--- src/source/miim_pkg.sv ---
// Shared definitions for the MII management block.
// Register map, frame constants and the frame engine states.
// Referenced by scoped names from the RTL and the testbench.

package miim_pkg;

   // ==============================
   // APB side
   // ==============================
   typedef logic [31:0] apb_word_t;
   typedef logic [1:0]  reg_index_t;

   // Word offsets 0..3, upper half of the map is unmapped
   localparam reg_index_t REG_MCR = 2'd0;
   localparam reg_index_t REG_MDR = 2'd1;
   localparam reg_index_t REG_DIV = 2'd2;
   localparam reg_index_t REG_IRQ = 2'd3;

   // ==============================
   // MDIO side
   // ==============================
   typedef logic [15:0] mdio_data_t;
   typedef logic [4:0]  phy_addr_t;
   typedef logic [4:0]  reg_addr_t;
   typedef logic [1:0]  mdio_op_t;
   typedef logic [7:0]  clk_div_t;

   // Clause-22 opcodes
   localparam mdio_op_t OP_WRITE = 2'b01;
   localparam mdio_op_t OP_READ  = 2'b10;

   localparam int PREAMBLE_BITS = 32;
   // Start, opcode, addresses, turnaround and data
   localparam int FRAME_BITS    = 32;

   typedef enum logic [1:0] {ST_IDLE, ST_PREAMBLE, ST_FRAME, ST_DONE} engine_state_t;

endpackage

--- src/source/miim_apb_slave.sv ---
// APB access decoder for the management registers.
// Turns the access phase into one write strobe plus a register index,
// flags the unmapped half of the map and stalls MCR writes while busy.

`timescale 1ns/1ps

module miim_apb_slave (
   input  logic                 pclk,
   input  logic                 presetn_sync,
   input  logic                 psel,
   input  logic                 penable,
   input  logic                 pwrite,
   input  logic [4:0]           paddr,
   input  logic                 busy,
   output logic                 pready,
   output logic                 pslverr,
   output logic                 wr_strobe,
   output miim_pkg::reg_index_t rd_index,
   output logic                 unmapped
);

   logic access;
   logic mcr_wr;
   logic hold_q;

   // Access phase of a selected transfer
   assign access   = psel & penable;

   // Offsets 4..7 have no register behind them
   assign unmapped = paddr[4];
   assign rd_index = miim_pkg::reg_index_t'(paddr[3:2]);

   // Command write, the only access that may wait
   assign mcr_wr   = access & pwrite & ~unmapped & (rd_index == miim_pkg::REG_MCR);

   // Stall while the engine runs and for one cycle after busy drops
   assign pready   = ~(mcr_wr & (busy | hold_q));

   // Error only on unmapped offsets, always with pready high
   assign pslverr  = access & unmapped;

   // One pulse in the completing cycle, decoded by index downstream
   assign wr_strobe = access & pwrite & pready & ~unmapped;

   // Remembers that a command write was held off last cycle
   always_ff @(posedge pclk or negedge presetn_sync)
   begin
      if (!presetn_sync)
      begin
         hold_q <= 1'b0;
      end
      else
      begin
         hold_q <= mcr_wr & busy;
      end
   end

endmodule

--- src/source/miim_regs.sv ---
// Management registers MCR, MDR, DIV and IRQ with the read mux.
// Pulses start after a command write with a valid opcode and
// latches frame results and the interrupt flag from the engine.

`timescale 1ns/1ps

module miim_regs #(
   parameter miim_pkg::clk_div_t DEFAULT_CLK_DIV = 8'd4
) (
   input  logic                 pclk,
   input  logic                 presetn_sync,
   input  logic                 wr_strobe,
   input  miim_pkg::reg_index_t rd_index,
   input  logic                 unmapped,
   input  miim_pkg::apb_word_t  pwdata,
   input  logic                 busy,
   input  logic                 done,
   input  logic                 rd_valid,
   input  miim_pkg::mdio_data_t rd_data,
   output miim_pkg::apb_word_t  prdata,
   output logic                 start,
   output miim_pkg::mdio_op_t   op,
   output miim_pkg::phy_addr_t  phy_addr,
   output miim_pkg::reg_addr_t  reg_addr,
   output logic                 no_preamble,
   output miim_pkg::mdio_data_t wr_data,
   output miim_pkg::clk_div_t   clk_div,
   output logic                 irq
);

   logic               irq_en;
   logic               irq_flag;
   miim_pkg::mdio_op_t new_op;

   assign new_op = miim_pkg::mdio_op_t'(pwdata[1:0]);

   // ==============================
   // Control registers
   // ==============================
   always_ff @(posedge pclk or negedge presetn_sync)
   begin
      if (!presetn_sync)
      begin
         op          <= '0;
         phy_addr    <= '0;
         reg_addr    <= '0;
         no_preamble <= 1'b0;
         start       <= 1'b0;
         clk_div     <= DEFAULT_CLK_DIV;
         irq_en      <= 1'b0;
         irq_flag    <= 1'b0;
      end
      else
      begin
         start <= 1'b0;
         if (wr_strobe && rd_index == miim_pkg::REG_MCR)
         begin
            op          <= new_op;
            phy_addr    <= pwdata[6:2];
            reg_addr    <= pwdata[11:7];
            no_preamble <= pwdata[12];
            // Unknown opcodes are stored but start nothing
            start       <= (new_op == miim_pkg::OP_WRITE) || (new_op == miim_pkg::OP_READ);
         end
         // Half-period below 2 is taken as 2
         if (wr_strobe && rd_index == miim_pkg::REG_DIV)
            clk_div <= (pwdata[7:0] < 8'd2) ? 8'd2 : pwdata[7:0];
         if (wr_strobe && rd_index == miim_pkg::REG_IRQ)
         begin
            irq_en <= pwdata[0];
            // Write one to clear
            if (pwdata[1])
               irq_flag <= 1'b0;
         end
         // A finishing frame wins over a clear in the same cycle
         if (done)
            irq_flag <= 1'b1;
      end
   end

   // MDR holds write data or the last read result
   always_ff @(posedge pclk)
   begin
      if (wr_strobe && rd_index == miim_pkg::REG_MDR)
         wr_data <= pwdata[15:0];
      else if (rd_valid)
         wr_data <= rd_data;
   end

   assign irq = irq_flag & irq_en;

   // ==============================
   // Read mux
   // ==============================
   always_comb
   begin
      prdata = '0;
      if (!unmapped)
      begin
         case (rd_index)
            miim_pkg::REG_MCR: prdata = {busy, 18'h0, no_preamble, reg_addr, phy_addr, op};
            miim_pkg::REG_MDR: prdata = {16'h0, wr_data};
            miim_pkg::REG_DIV: prdata = {24'h0, clk_div};
            default:           prdata = {30'h0, irq_flag, irq_en};
         endcase
      end
   end

endmodule

--- src/source/miim_mdc_gen.sv ---
// MDC clock generator driven from pclk.
// Runs only while the frame engine is busy; mdc is low when idle.
// mdc_rise and mdc_fall are high in the cycle before mdc changes.

`timescale 1ns/1ps

module miim_mdc_gen (
   input  logic               pclk,
   input  logic               presetn_sync,
   input  logic               run,
   input  miim_pkg::clk_div_t clk_div,
   output logic               mdc,
   output logic               mdc_rise,
   output logic               mdc_fall
);

   miim_pkg::clk_div_t cnt;
   logic               tick;

   // Half-period reached, mdc flips on the next edge
   assign tick     = run && (cnt == clk_div - 8'd1);
   assign mdc_rise = tick & ~mdc;
   assign mdc_fall = tick & mdc;

   always_ff @(posedge pclk or negedge presetn_sync)
   begin
      if (!presetn_sync)
      begin
         cnt <= '0;
         mdc <= 1'b0;
      end
      else if (!run)
      begin
         // Restart so every frame begins from mdc low
         cnt <= '0;
         mdc <= 1'b0;
      end
      else if (tick)
      begin
         cnt <= '0;
         mdc <= ~mdc;
      end
      else
      begin
         cnt <= cnt + 8'd1;
      end
   end

endmodule

--- src/source/miim_frame_engine.sv ---
// Clause-22 management frame engine.
// Sends an optional 32-bit preamble then start, opcode, addresses,
// turnaround and data on mdo; a read releases the line at turnaround
// and shifts mdi into rd_data. Drives on mdc falls, samples on rises.

`timescale 1ns/1ps

module miim_frame_engine (
   input  logic                 pclk,
   input  logic                 presetn_sync,
   input  logic                 start,
   input  miim_pkg::mdio_op_t   op,
   input  miim_pkg::phy_addr_t  phy_addr,
   input  miim_pkg::reg_addr_t  reg_addr,
   input  logic                 no_preamble,
   input  miim_pkg::mdio_data_t wr_data,
   input  logic                 mdc_rise,
   input  logic                 mdc_fall,
   input  logic                 mdi,
   output logic                 busy,
   output logic                 done,
   output logic                 rd_valid,
   output miim_pkg::mdio_data_t rd_data,
   output logic                 mdo,
   output logic                 mdo_en
);

   // Bit positions inside the frame, counted from the start bits
   localparam logic [4:0] TA_BIT   = 5'd14;
   localparam logic [4:0] DATA_BIT = 5'd16;

   miim_pkg::engine_state_t          state;
   logic [miim_pkg::FRAME_BITS-1:0]  frame_q;
   logic [4:0]                       bit_cnt;
   logic                             is_read;

   // ==============================
   // Control FSM
   // ==============================
   always_ff @(posedge pclk or negedge presetn_sync)
   begin
      if (!presetn_sync)
      begin
         state    <= miim_pkg::ST_IDLE;
         frame_q  <= '1;
         bit_cnt  <= '0;
         is_read  <= 1'b0;
         busy     <= 1'b0;
         done     <= 1'b0;
         rd_valid <= 1'b0;
         mdo      <= 1'b1;
         mdo_en   <= 1'b0;
      end
      else
      begin
         done     <= 1'b0;
         rd_valid <= 1'b0;
         case (state)
            miim_pkg::ST_IDLE:
            begin
               if (start)
               begin
                  is_read <= (op == miim_pkg::OP_READ);
                  // Read frames carry ones in TA and data, line released there
                  frame_q <= (op == miim_pkg::OP_READ) ?
                             {2'b01, op, phy_addr, reg_addr, 2'b11, 16'hffff} :
                             {2'b01, op, phy_addr, reg_addr, 2'b10, wr_data};
                  bit_cnt <= '0;
                  busy    <= 1'b1;
                  mdo_en  <= 1'b1;
                  // First start bit is a zero
                  mdo     <= ~no_preamble;
                  state   <= no_preamble ? miim_pkg::ST_FRAME : miim_pkg::ST_PREAMBLE;
               end
            end
            miim_pkg::ST_PREAMBLE:
            begin
               if (mdc_fall)
               begin
                  if (bit_cnt == 5'(miim_pkg::PREAMBLE_BITS - 1))
                  begin
                     bit_cnt <= '0;
                     mdo     <= frame_q[miim_pkg::FRAME_BITS-1];
                     state   <= miim_pkg::ST_FRAME;
                  end
                  else
                     bit_cnt <= bit_cnt + 5'd1;
               end
            end
            miim_pkg::ST_FRAME:
            begin
               // Last bit sampled, hold it through the high half
               if (mdc_rise && bit_cnt == 5'(miim_pkg::FRAME_BITS - 1))
                  state <= miim_pkg::ST_DONE;
               if (mdc_fall)
               begin
                  bit_cnt <= bit_cnt + 5'd1;
                  frame_q <= {frame_q[miim_pkg::FRAME_BITS-2:0], 1'b1};
                  mdo     <= frame_q[miim_pkg::FRAME_BITS-2];
                  if (is_read && bit_cnt == TA_BIT - 5'd1)
                     mdo_en <= 1'b0;
               end
            end
            default:
            begin
               // Finish together with the final mdc fall
               if (mdc_fall)
               begin
                  busy     <= 1'b0;
                  done     <= 1'b1;
                  rd_valid <= is_read;
                  mdo      <= 1'b1;
                  mdo_en   <= 1'b0;
                  state    <= miim_pkg::ST_IDLE;
               end
            end
         endcase
      end
   end

   // Read capture, MSB first during the data phase
   always_ff @(posedge pclk)
   begin
      if (state == miim_pkg::ST_FRAME && mdc_rise && is_read && bit_cnt >= DATA_BIT)
         rd_data <= {rd_data[14:0], mdi};
   end

endmodule

--- src/source/eth_miim_top.sv ---
// Top level of the MII management block.
// APB slave in front, register block in the middle, MDC generator
// and frame engine toward the PHY pins. Wires and instances only.

`timescale 1ns/1ps

module eth_miim_top #(
   parameter miim_pkg::clk_div_t DEFAULT_CLK_DIV = 8'd4
) (
   input  logic                pclk,
   input  logic                presetn_sync,
   input  logic                psel,
   input  logic                penable,
   input  logic                pwrite,
   input  logic [4:0]          paddr,
   input  miim_pkg::apb_word_t pwdata,
   output miim_pkg::apb_word_t prdata,
   output logic                pready,
   output logic                pslverr,
   output logic                irq,
   output logic                mdc,
   output logic                mdo,
   output logic                mdo_en,
   input  logic                mdi
);

   // ==============================
   // Internal nets
   // ==============================
   logic                 wr_strobe;
   miim_pkg::reg_index_t rd_index;
   logic                 unmapped;
   logic                 busy;
   logic                 done;
   logic                 rd_valid;
   miim_pkg::mdio_data_t rd_data;
   logic                 start;
   miim_pkg::mdio_op_t   op;
   miim_pkg::phy_addr_t  phy_addr;
   miim_pkg::reg_addr_t  reg_addr;
   logic                 no_preamble;
   miim_pkg::mdio_data_t wr_data;
   miim_pkg::clk_div_t   clk_div;
   logic                 mdc_rise;
   logic                 mdc_fall;

   miim_apb_slave u_apb_slave (
      .pclk         ( pclk         ),
      .presetn_sync ( presetn_sync ),
      .psel         ( psel         ),
      .penable      ( penable      ),
      .pwrite       ( pwrite       ),
      .paddr        ( paddr        ),
      .busy         ( busy         ),
      .pready       ( pready       ),
      .pslverr      ( pslverr      ),
      .wr_strobe    ( wr_strobe    ),
      .rd_index     ( rd_index     ),
      .unmapped     ( unmapped     )
   );

   miim_regs #(
      .DEFAULT_CLK_DIV ( DEFAULT_CLK_DIV )
   ) u_regs (
      .pclk         ( pclk         ),
      .presetn_sync ( presetn_sync ),
      .wr_strobe    ( wr_strobe    ),
      .rd_index     ( rd_index     ),
      .unmapped     ( unmapped     ),
      .pwdata       ( pwdata       ),
      .busy         ( busy         ),
      .done         ( done         ),
      .rd_valid     ( rd_valid     ),
      .rd_data      ( rd_data      ),
      .prdata       ( prdata       ),
      .start        ( start        ),
      .op           ( op           ),
      .phy_addr     ( phy_addr     ),
      .reg_addr     ( reg_addr     ),
      .no_preamble  ( no_preamble  ),
      .wr_data      ( wr_data      ),
      .clk_div      ( clk_div      ),
      .irq          ( irq          )
   );

   // MDC runs only while a frame is in flight
   miim_mdc_gen u_mdc_gen (
      .pclk         ( pclk         ),
      .presetn_sync ( presetn_sync ),
      .run          ( busy         ),
      .clk_div      ( clk_div      ),
      .mdc          ( mdc          ),
      .mdc_rise     ( mdc_rise     ),
      .mdc_fall     ( mdc_fall     )
   );

   miim_frame_engine u_frame_engine (
      .pclk         ( pclk         ),
      .presetn_sync ( presetn_sync ),
      .start        ( start        ),
      .op           ( op           ),
      .phy_addr     ( phy_addr     ),
      .reg_addr     ( reg_addr     ),
      .no_preamble  ( no_preamble  ),
      .wr_data      ( wr_data      ),
      .mdc_rise     ( mdc_rise     ),
      .mdc_fall     ( mdc_fall     ),
      .mdi          ( mdi          ),
      .busy         ( busy         ),
      .done         ( done         ),
      .rd_valid     ( rd_valid     ),
      .rd_data      ( rd_data      ),
      .mdo          ( mdo          ),
      .mdo_en       ( mdo_en       )
   );

endmodule

--- config.mk ---
export PLATFORM = sky130hd
export DESIGN_NAME = eth_miim_top
export DESIGN_NICKNAME = d
export VERILOG_FILES = /design/src/source/miim_pkg.sv /design/src/source/miim_apb_slave.sv /design/src/source/miim_regs.sv /design/src/source/miim_mdc_gen.sv /design/src/source/miim_frame_engine.sv /design/src/source/eth_miim_top.sv
export SDC_FILE = /design/constraint.sdc
export NUM_CORES = 1
export LEC_CHECK = 0
export BUFFER_PORTS_ARGS = -buffer_cell sky130_fd_sc_hd__buf_2
export CAP_MARGIN = 30
export CORE_MARGIN = 2
export CORE_UTILIZATION = 55
export CTS_CLUSTER_SIZE = 10
export DETAILED_ROUTE_END_ITERATION = 8
export MAX_ROUTING_LAYER = met4
export PLACE_DENSITY = 0.85
export SLEW_MARGIN = 15
export SYNTH_ARGS = -nofsm -noshare
export SYNTH_HDL_FRONTEND = slang
export SYNTH_SLANG_ARGS = --single-unit
--- constraint.sdc ---
create_clock -name pclk -period 7.2 [get_ports pclk]
set_clock_uncertainty 0.1 [all_clocks]
set_input_delay 0.72 -clock pclk [delete_from_list [all_inputs] [get_ports pclk]]
set_output_delay 0.72 -clock pclk [all_outputs]
set_load 0.005 [all_outputs]
==> run_results.csv, run 1 <==
group,metric,value,unit
cts,htree_levels,3,
synthesis,synthesis.instances,482,
critical_path,end_kind,"flop",
synthesis,netlist-cell-type-count,56,
synthesis,syn_area_per_cell,11.77,µm²
synthesis,synthFlopType,"dfrtp_1",
layout,register_area,0.002980,mm²
drt,vias_per_cell,5.824,
sta,tns,0,ps
floorplanning,die-height,105.6,µm
synthesis,synth_area_leaders,"dfrtp_1, edfxtp_1, dfstp_2, mux2_2, mux2i_1",
layout,drive_above_1_share,31.70,%
sta,finalCriticalPeriod,3070,ps
floorplanning,die-area,0.01114,mm²
critical_path,crit_cells,4,
critical_path,required,7140,ps
grt,grt.overflow.total,0,
sta,rsz0062_at_grt,"false",
drt,drc_errors,0,
power_and_ir_drop,peakVddDrop,0.0002002,V
cts,cts-resized-gates,0,
floorplanning,fp.coreArea,0.01018,mm²
critical_path,r2r-end,"u_frame_engine.frame_q[18]",
critical_path,cp_num_buf_inv,1,
cts,cts_tree,"done",
critical_path,startpoint_type,"input port",
power_and_ir_drop,p_per_area,254.4,mW/mm²
critical_path,worstReg2RegStart,"u_regs.clk_div[0]",
drt,post_drt_wl_per_cell,18.61,µm
synthesis,syn_area,0.005673,mm²
synthesis,ys_seq_area_share,52.54,%
synthesis,yosys.cell_count.top_type,"mux2_2",
grt,grt_pass1_vias,3912,
cts,post_cts_buffers,0,
floorplanning,die_w,105.6,µm
synthesis,synthArstFlopShare,71.17,%
layout,nFillCells,788,
drt,vias,3879,
sta,maxSlewViolCount,0,
cts,clk_pin_slew,100,ps
sta,tightest_slew,901.5,ps
floorplanning,io_pins,81,
cts,cts_hold_buffers,0,
sta,finalSetupViolCount,0,
synthesis,synth_top_cell_area_share,19.85,%
sta,period_share,42.64,%
critical_path,r2r_cells,10,
floorplanning,row_count,37,
synthesis,synth_commonest_cells,"mux2_2, dfrtp_1, nor2_1",
synthesis,synth_edf_count,32,
grt,grt_use_total,24.34,%
grt,grt_pass1_wl,20550,µm
cts,numCtsBuffers,9,
synthesis,synth_top_area_cell,"dfrtp_1",
placed_design,hpwl,8259,µm
synthesis,synth-seq-cells,111,
layout,area_growth,9.859,%
critical_path,crit_arrival,3010,ps
critical_path,r2r_slack,4130,ps
grt,antenna_found_initial,0,
outcome,status,"complete, no violations",
cts,clkSinkCount,111,
critical_path,crit_family,"simple AND/OR/NAND/NOR gates",
cts,root_buffer,"clkbuf_8",
floorplanning,initial_core_util,55.70,%
placed_design,routabilityCongestion,0.8254,
critical_path,slowest_stage,"and2_1",
flow_run,max_cap_viol_count,0,
layout,multi_input_area,0.002440,mm²
synthesis,yosysWarnings,0,
drt,drtIter0Drc,305,
min_path,worstHoldPathType,"in2async",
grt,grt_start_max_net_pins,80,
drt,detail-route-antenna-nets,0,
layout,num_antenna_cells,0,
critical_path,critPathMaxFanout,22,
cts,clk_latency,390,ps
cts,clk_path_buf_depth,2,
critical_path,max_stage_delay,810,ps
sta,timing_hold_violations_final,0,
drt,firstDrtPassIters,4,
placed_design,port_buffers,47,
drt,wl,12390,µm
power_and_ir_drop,leakage,2.830,nW
layout,nets,577,
critical_path,path_cells,"buf_2 > nor2b_1 > and2_1 > or2_2",
sta,fmax,325.7,MHz
critical_path,path_class,"in2reg",
sta,max-slew-margin-rel,39.90,%
power_and_ir_drop,p_total,1.585,mW
## flip-flops by register name, summed over array words and instances, names as in the netlist, 2 cells and up
register                flops
u_regs.wr_data             16
u_regs.phy_addr             5
u_frame_engine.rd_data     16
u_frame_engine.bit_cnt      5
u_frame_engine.state        2
u_mdc_gen.cnt               8
u_regs.clk_div              8
u_regs.reg_addr             5
u_frame_engine.frame_q     32
u_regs.op                   2
## area by class of cell
| cell class | instances | area share (%) |
|---|---|---|
| tap | 136 | 2.730 |
| sequential | 111 | 47.82 |
| inverter | 28 | 1.686 |
| clock inverter | 7 | 2.008 |
| multi-input combinational | 324 | 39.15 |
| timing repair buffer | 51 | 4.618 |
| clock buffer | 9 | 1.988 |
## through the flow
stage | setup WS [ps] | instance area, µm² | std cells | utilization [%] | hold WS, ps
after floorplan | 4381 | 5725 | 496 | - | 304.4
after detailed placement | 3718 | 5956 | 649 | 58.48 | 329.6
after CTS | 4110 | 6205 | 665 | 60.92 | 359.3
final | 4130 | 6232 | 666 | 61.19 | 73.99
after global placement | 3766 | 5956 | 649 | 58.48 | 326.0
after global routing | 3962 | 6232 | 666 | 61.19 | 84.18
## worst register-to-register path: cells and delay by family (launching register included)
family | cells | cell delay [ps]
compound gates | 2 | 430
fa+ha+maj | 1 | 310
buf+inv | 3 | 470
flops | 1 | 480
mux | 1 | 380
simple gates | 3 | 830
## how the worst max path moves through the flow
stage | start | to
floorplan | u_regs.clk_div[0] | u_frame_engine.rd_data[0]
detailed placement | paddr[2] | u_regs.wr_data[3]
finish | paddr[2] | u_regs.wr_data[0]
global placement | paddr[2] | u_regs.wr_data[7]
CTS | paddr[2] | u_regs.wr_data[11]
global route | paddr[2] | u_regs.wr_data[2]
## layer usage
| layer | global-route usage [%] | vias up | share of wire, % |
|---|---|---|---|
| met4 | 7.425 | 0 | 1.8 |
| met1 | 29.57 | 1946 | 40 |
| li1 | - | 1773 | - |
| met3 | 4.205 | 21 | 5.4 |
| met2 | 41.80 | 139 | 53 |
| met5 | - | - | 0 |
## cells by family after synthesis
kind of cell    share of synthesized area [%]
mux                                     18.90
simple gates                            11.49
buf+inv                                 5.381
fa+ha+maj                               1.985
flops                                   52.54
other cells                           0.06610
compound gates                          7.014
xor+xnor                                2.625
## power by group
part	total [mW]	internal (mW)	leakage, nW	switching (mW)
logic	0.328	0.144	1.47	0.185
clock network	0.456	0.236	0.125	0.220
registers	0.801	0.730	1.23	0.0718
## cell usage in the layout, fill, tap and decap left out, types with 13 or more instances in the layout
master	synthesis	final
buf_2	3	46
dfstp_2	34	34
inv_1	26	26
conb_1	1	15
edfxtp_1	32	32
a21oi_1	14	14
mux2i_1	28	28
nor2b_1	14	14
nand2_1	17	17
mux2_4	13	13
nand3_1	13	13
nor2_1	44	44
o22ai_1	15	15
dfrtp_1	45	45
mux2_2	48	48
(Power assumes the default switching activity.)
==> inputs of run 2 (changes only) <==
ABC_AREA = 1   (was default)
clock period = 2.9 ns   (was 7.2 ns; I/O delays follow)
==> run_results.csv, run 2 <==
group,metric,value,unit
outcome,status,"complete, no violations",
synthesis,syn_area,0.005694,mm²
critical_path,startpoint_type,"flop",
critical_path,end_kind,"flop",
layout,nets,734,
grt,grt_pass1_vias,4227,
cts,cts_tree,"done",
drt,wl,12380,µm
critical_path,critPathMaxFanout,16,
layout,layout_common_cells,"nand2_1, inv_1, buf_2, dfrtp_1, o21ai_0",
sta,period_share,89.21,%
sta,finalSetupViolCount,0,
synthesis,ys_seq_area_share,52.34,%
floorplanning,die-height,105.8,µm
synthesis,synth_area_leaders,"dfrtp_1, edfxtp_1, dfstp_2, nand2_1, o21ai_2",
sta,timing_hold_violations_final,0,
synthesis,synth-seq-cells,111,
floorplanning,die_w,105.8,µm
layout,nFillCells,813,
synthesis,synth_top_cell_area_share,19.78,%
critical_path,path_class,"reg2reg",
sta,tightest_slew,870.2,ps
sta,max-slew-margin-rel,41.77,%
synthesis,synthArstFlopShare,71.17,%
sta,tns,0,ps
placed_design,hpwl,8986,µm
synthesis,yosysWarnings,0,
drt,drtIter0Drc,414,
cts,clk_path_buf_depth,2,
layout,drive_above_1_share,22.71,%
sta,finalCriticalPeriod,2587,ps
power_and_ir_drop,peakVddDrop,0.0004050,V
layout,multi_input_area,0.002292,mm²
layout,largest_register_ffs,32,
grt,grt.overflow.total,0,
grt,antenna_found_initial,0,
floorplanning,die-area,0.01118,mm²
min_path,worstHoldPathType,"in2reg",
sta,fmax,386.6,MHz
synthesis,synth_top_area_cell,"dfrtp_1",
layout,area_growth,10.48,%
drt,vias,4515,
cts,clk_pin_slew,90,ps
layout,num_antenna_cells,0,
layout,reg.largest.list,"u_frame_engine.frame_q: 32 flops, u_frame_engine.rd_data: 16 flops, u_regs.wr_data: 16 flops",
floorplanning,row_count,37,
power_and_ir_drop,p_per_area,816.7,mW/mm²
cts,clk_latency,370,ps
floorplanning,io_pins,81,
grt,grt_pass1_wl,20290,µm
layout,top_register,"u_frame_engine.frame_q",
synthesis,synth_commonest_cells,"nand2_1, inv_1, dfrtp_1",
placed_design,routabilityCongestion,0.9409,
synthesis,synth_edf_count,32,
layout,layoutNonFillerInstCount,823,
cts,root_buffer,"clkbuf_8",
power_and_ir_drop,leakage,2.875,nW
floorplanning,fp.coreArea,0.01018,mm²
cts,post_cts_buffers,0,
drt,post_drt_wl_per_cell,15.04,µm
critical_path,required,2870,ps
layout,register_area,0.002980,mm²
flow_run,max_cap_viol_count,0,
sta,maxSlewViolCount,0,
synthesis,synthFlopType,"dfrtp_1",
layout,final_common_cell,"nand2_1",
floorplanning,initial_core_util,55.91,%
placed_design,dp.cells,804,
drt,firstDrtPassIters,5,
placed_design,port_buffers,47,
grt,grt_start_max_net_pins,80,
synthesis,yosys.cell_count.top_type,"nand2_1",
cts,htree_levels,3,
drt,detail-route-antenna-nets,0,
drt,drc_errors,0,
synthesis,netlist-cell-type-count,38,
synthesis,syn_area_per_cell,8.996,µm²
synthesis,synthesis.instances,633,
cts,clkSinkCount,111,
critical_path,crit_arrival,2560,ps
drt,vias_per_cell,5.486,
grt,grt_use_total,23.45,%
cts,numCtsBuffers,9,
run 2: cell types whose count changed in the layout (fill, tap and decap cells not counted), sizes merged, moves of 7 or more:
cell and change:
nand2 +155, o21ai +68, mux2 -59, inv +36
mux2i -18, nor2b -14, nand3 +11, and3 -7
nand4 +7
run 2: report_power, final:
part           switching, mW  total [mW]  internal [mW]
registers              0.230        2.30           2.07
logic                   1.17        1.81          0.633
clock network          0.515        1.03          0.513
total                   1.92        5.14           3.22
run 2: through the flow:
| stage | hold WS (ps) | cell area (µm²) | setup slack [ps] | power [mW] | util, % |
|---|---|---|---|---|---|
| floorplan | -105.6 | 5762 | 313.3 | 3.773 | - |
| global placement | 324.9 | 6008 | 337.0 | 4.004 | 58.99 |
| detailed placement | 332.6 | 6016 | 279.2 | 4.108 | 59.07 |
| CTS | 17.31 | 6250 | 264.3 | 5.130 | 61.36 |
| global route | 64.85 | 6291 | -9.231 | 5.455 | 61.77 |
| finish | 67.33 | 6291 | 313.0 | 5.138 | 61.77 |
run 2: path summary, 6_finish.rpt:
check                      slack [ps]  cells past startpoint                      start                          to
setup / recovery                  310                     15          u_regs.clk_div[0]   u_frame_engine.rd_data[3]
hold / removal                     70                      3                  pwdata[2]           u_regs.clk_div[2]
setup reg to reg                  310                     15          u_regs.clk_div[0]   u_frame_engine.rd_data[3]
hold reg to reg                   360                      0  u_frame_engine.rd_data[5]   u_frame_engine.rd_data[6]
max in group asynchronous        1820                      3               presetn_sync  u_frame_engine.frame_q[30]
min in group asynchronous         250                      2               presetn_sync             u_regs.irq_flag
run 2: cell type report:
cell class | instances | area share, %
clock inverter | 5 | 1.313
sequential | 111 | 47.37
inverter | 68 | 4.057
tap | 136 | 2.705
clock buffer | 11 | 2.247
timing repair buffer | 59 | 5.867
multi-input combinational | 433 | 36.44
run 2: what timing repair did:
action                                 4_1_cts  5_1_grt
setup endpoints to repair                    0       16
endpoints found under the hold margin        1       18
gates resized for setup                      0        1
hold buffers                                 1        1
run 2: kinds of logic after synthesis:
logic type | count (synthesis) | synth area share (%)
AOI/OAI and AO/OA | 126 | 14.00
xor gates and xnor gates | 7 | 1.077
adders and majority gates | 9 | 1.978
buffers and inverters | 103 | 8.592
DFF | 111 | 52.34
muxes | 13 | 2.351
other | 1 | 0.06586
and+or+nand+nor | 263 | 19.60
run 2: worst max-delay path: stages (launching register included):
cell,delay [ps]
dfrtp_1,410
inv_2,90
ha_1,310
inv_1,50
nand2_1,50
nand2_1,50
nor2_1,110
nand2_1,70
nor2_1,110
nand2_1,100
nor2_4,130
nand2_1,80
nor2_1,130
nand2_1,110
nor4_4,180
buf_6,230
run 2: routing by layer:
layer	wire, µm	GRT usage (%)
met1	5453	31.51
met2	6167	37.28
met3	495	2.412
met4	264	8.741
met5	0	-
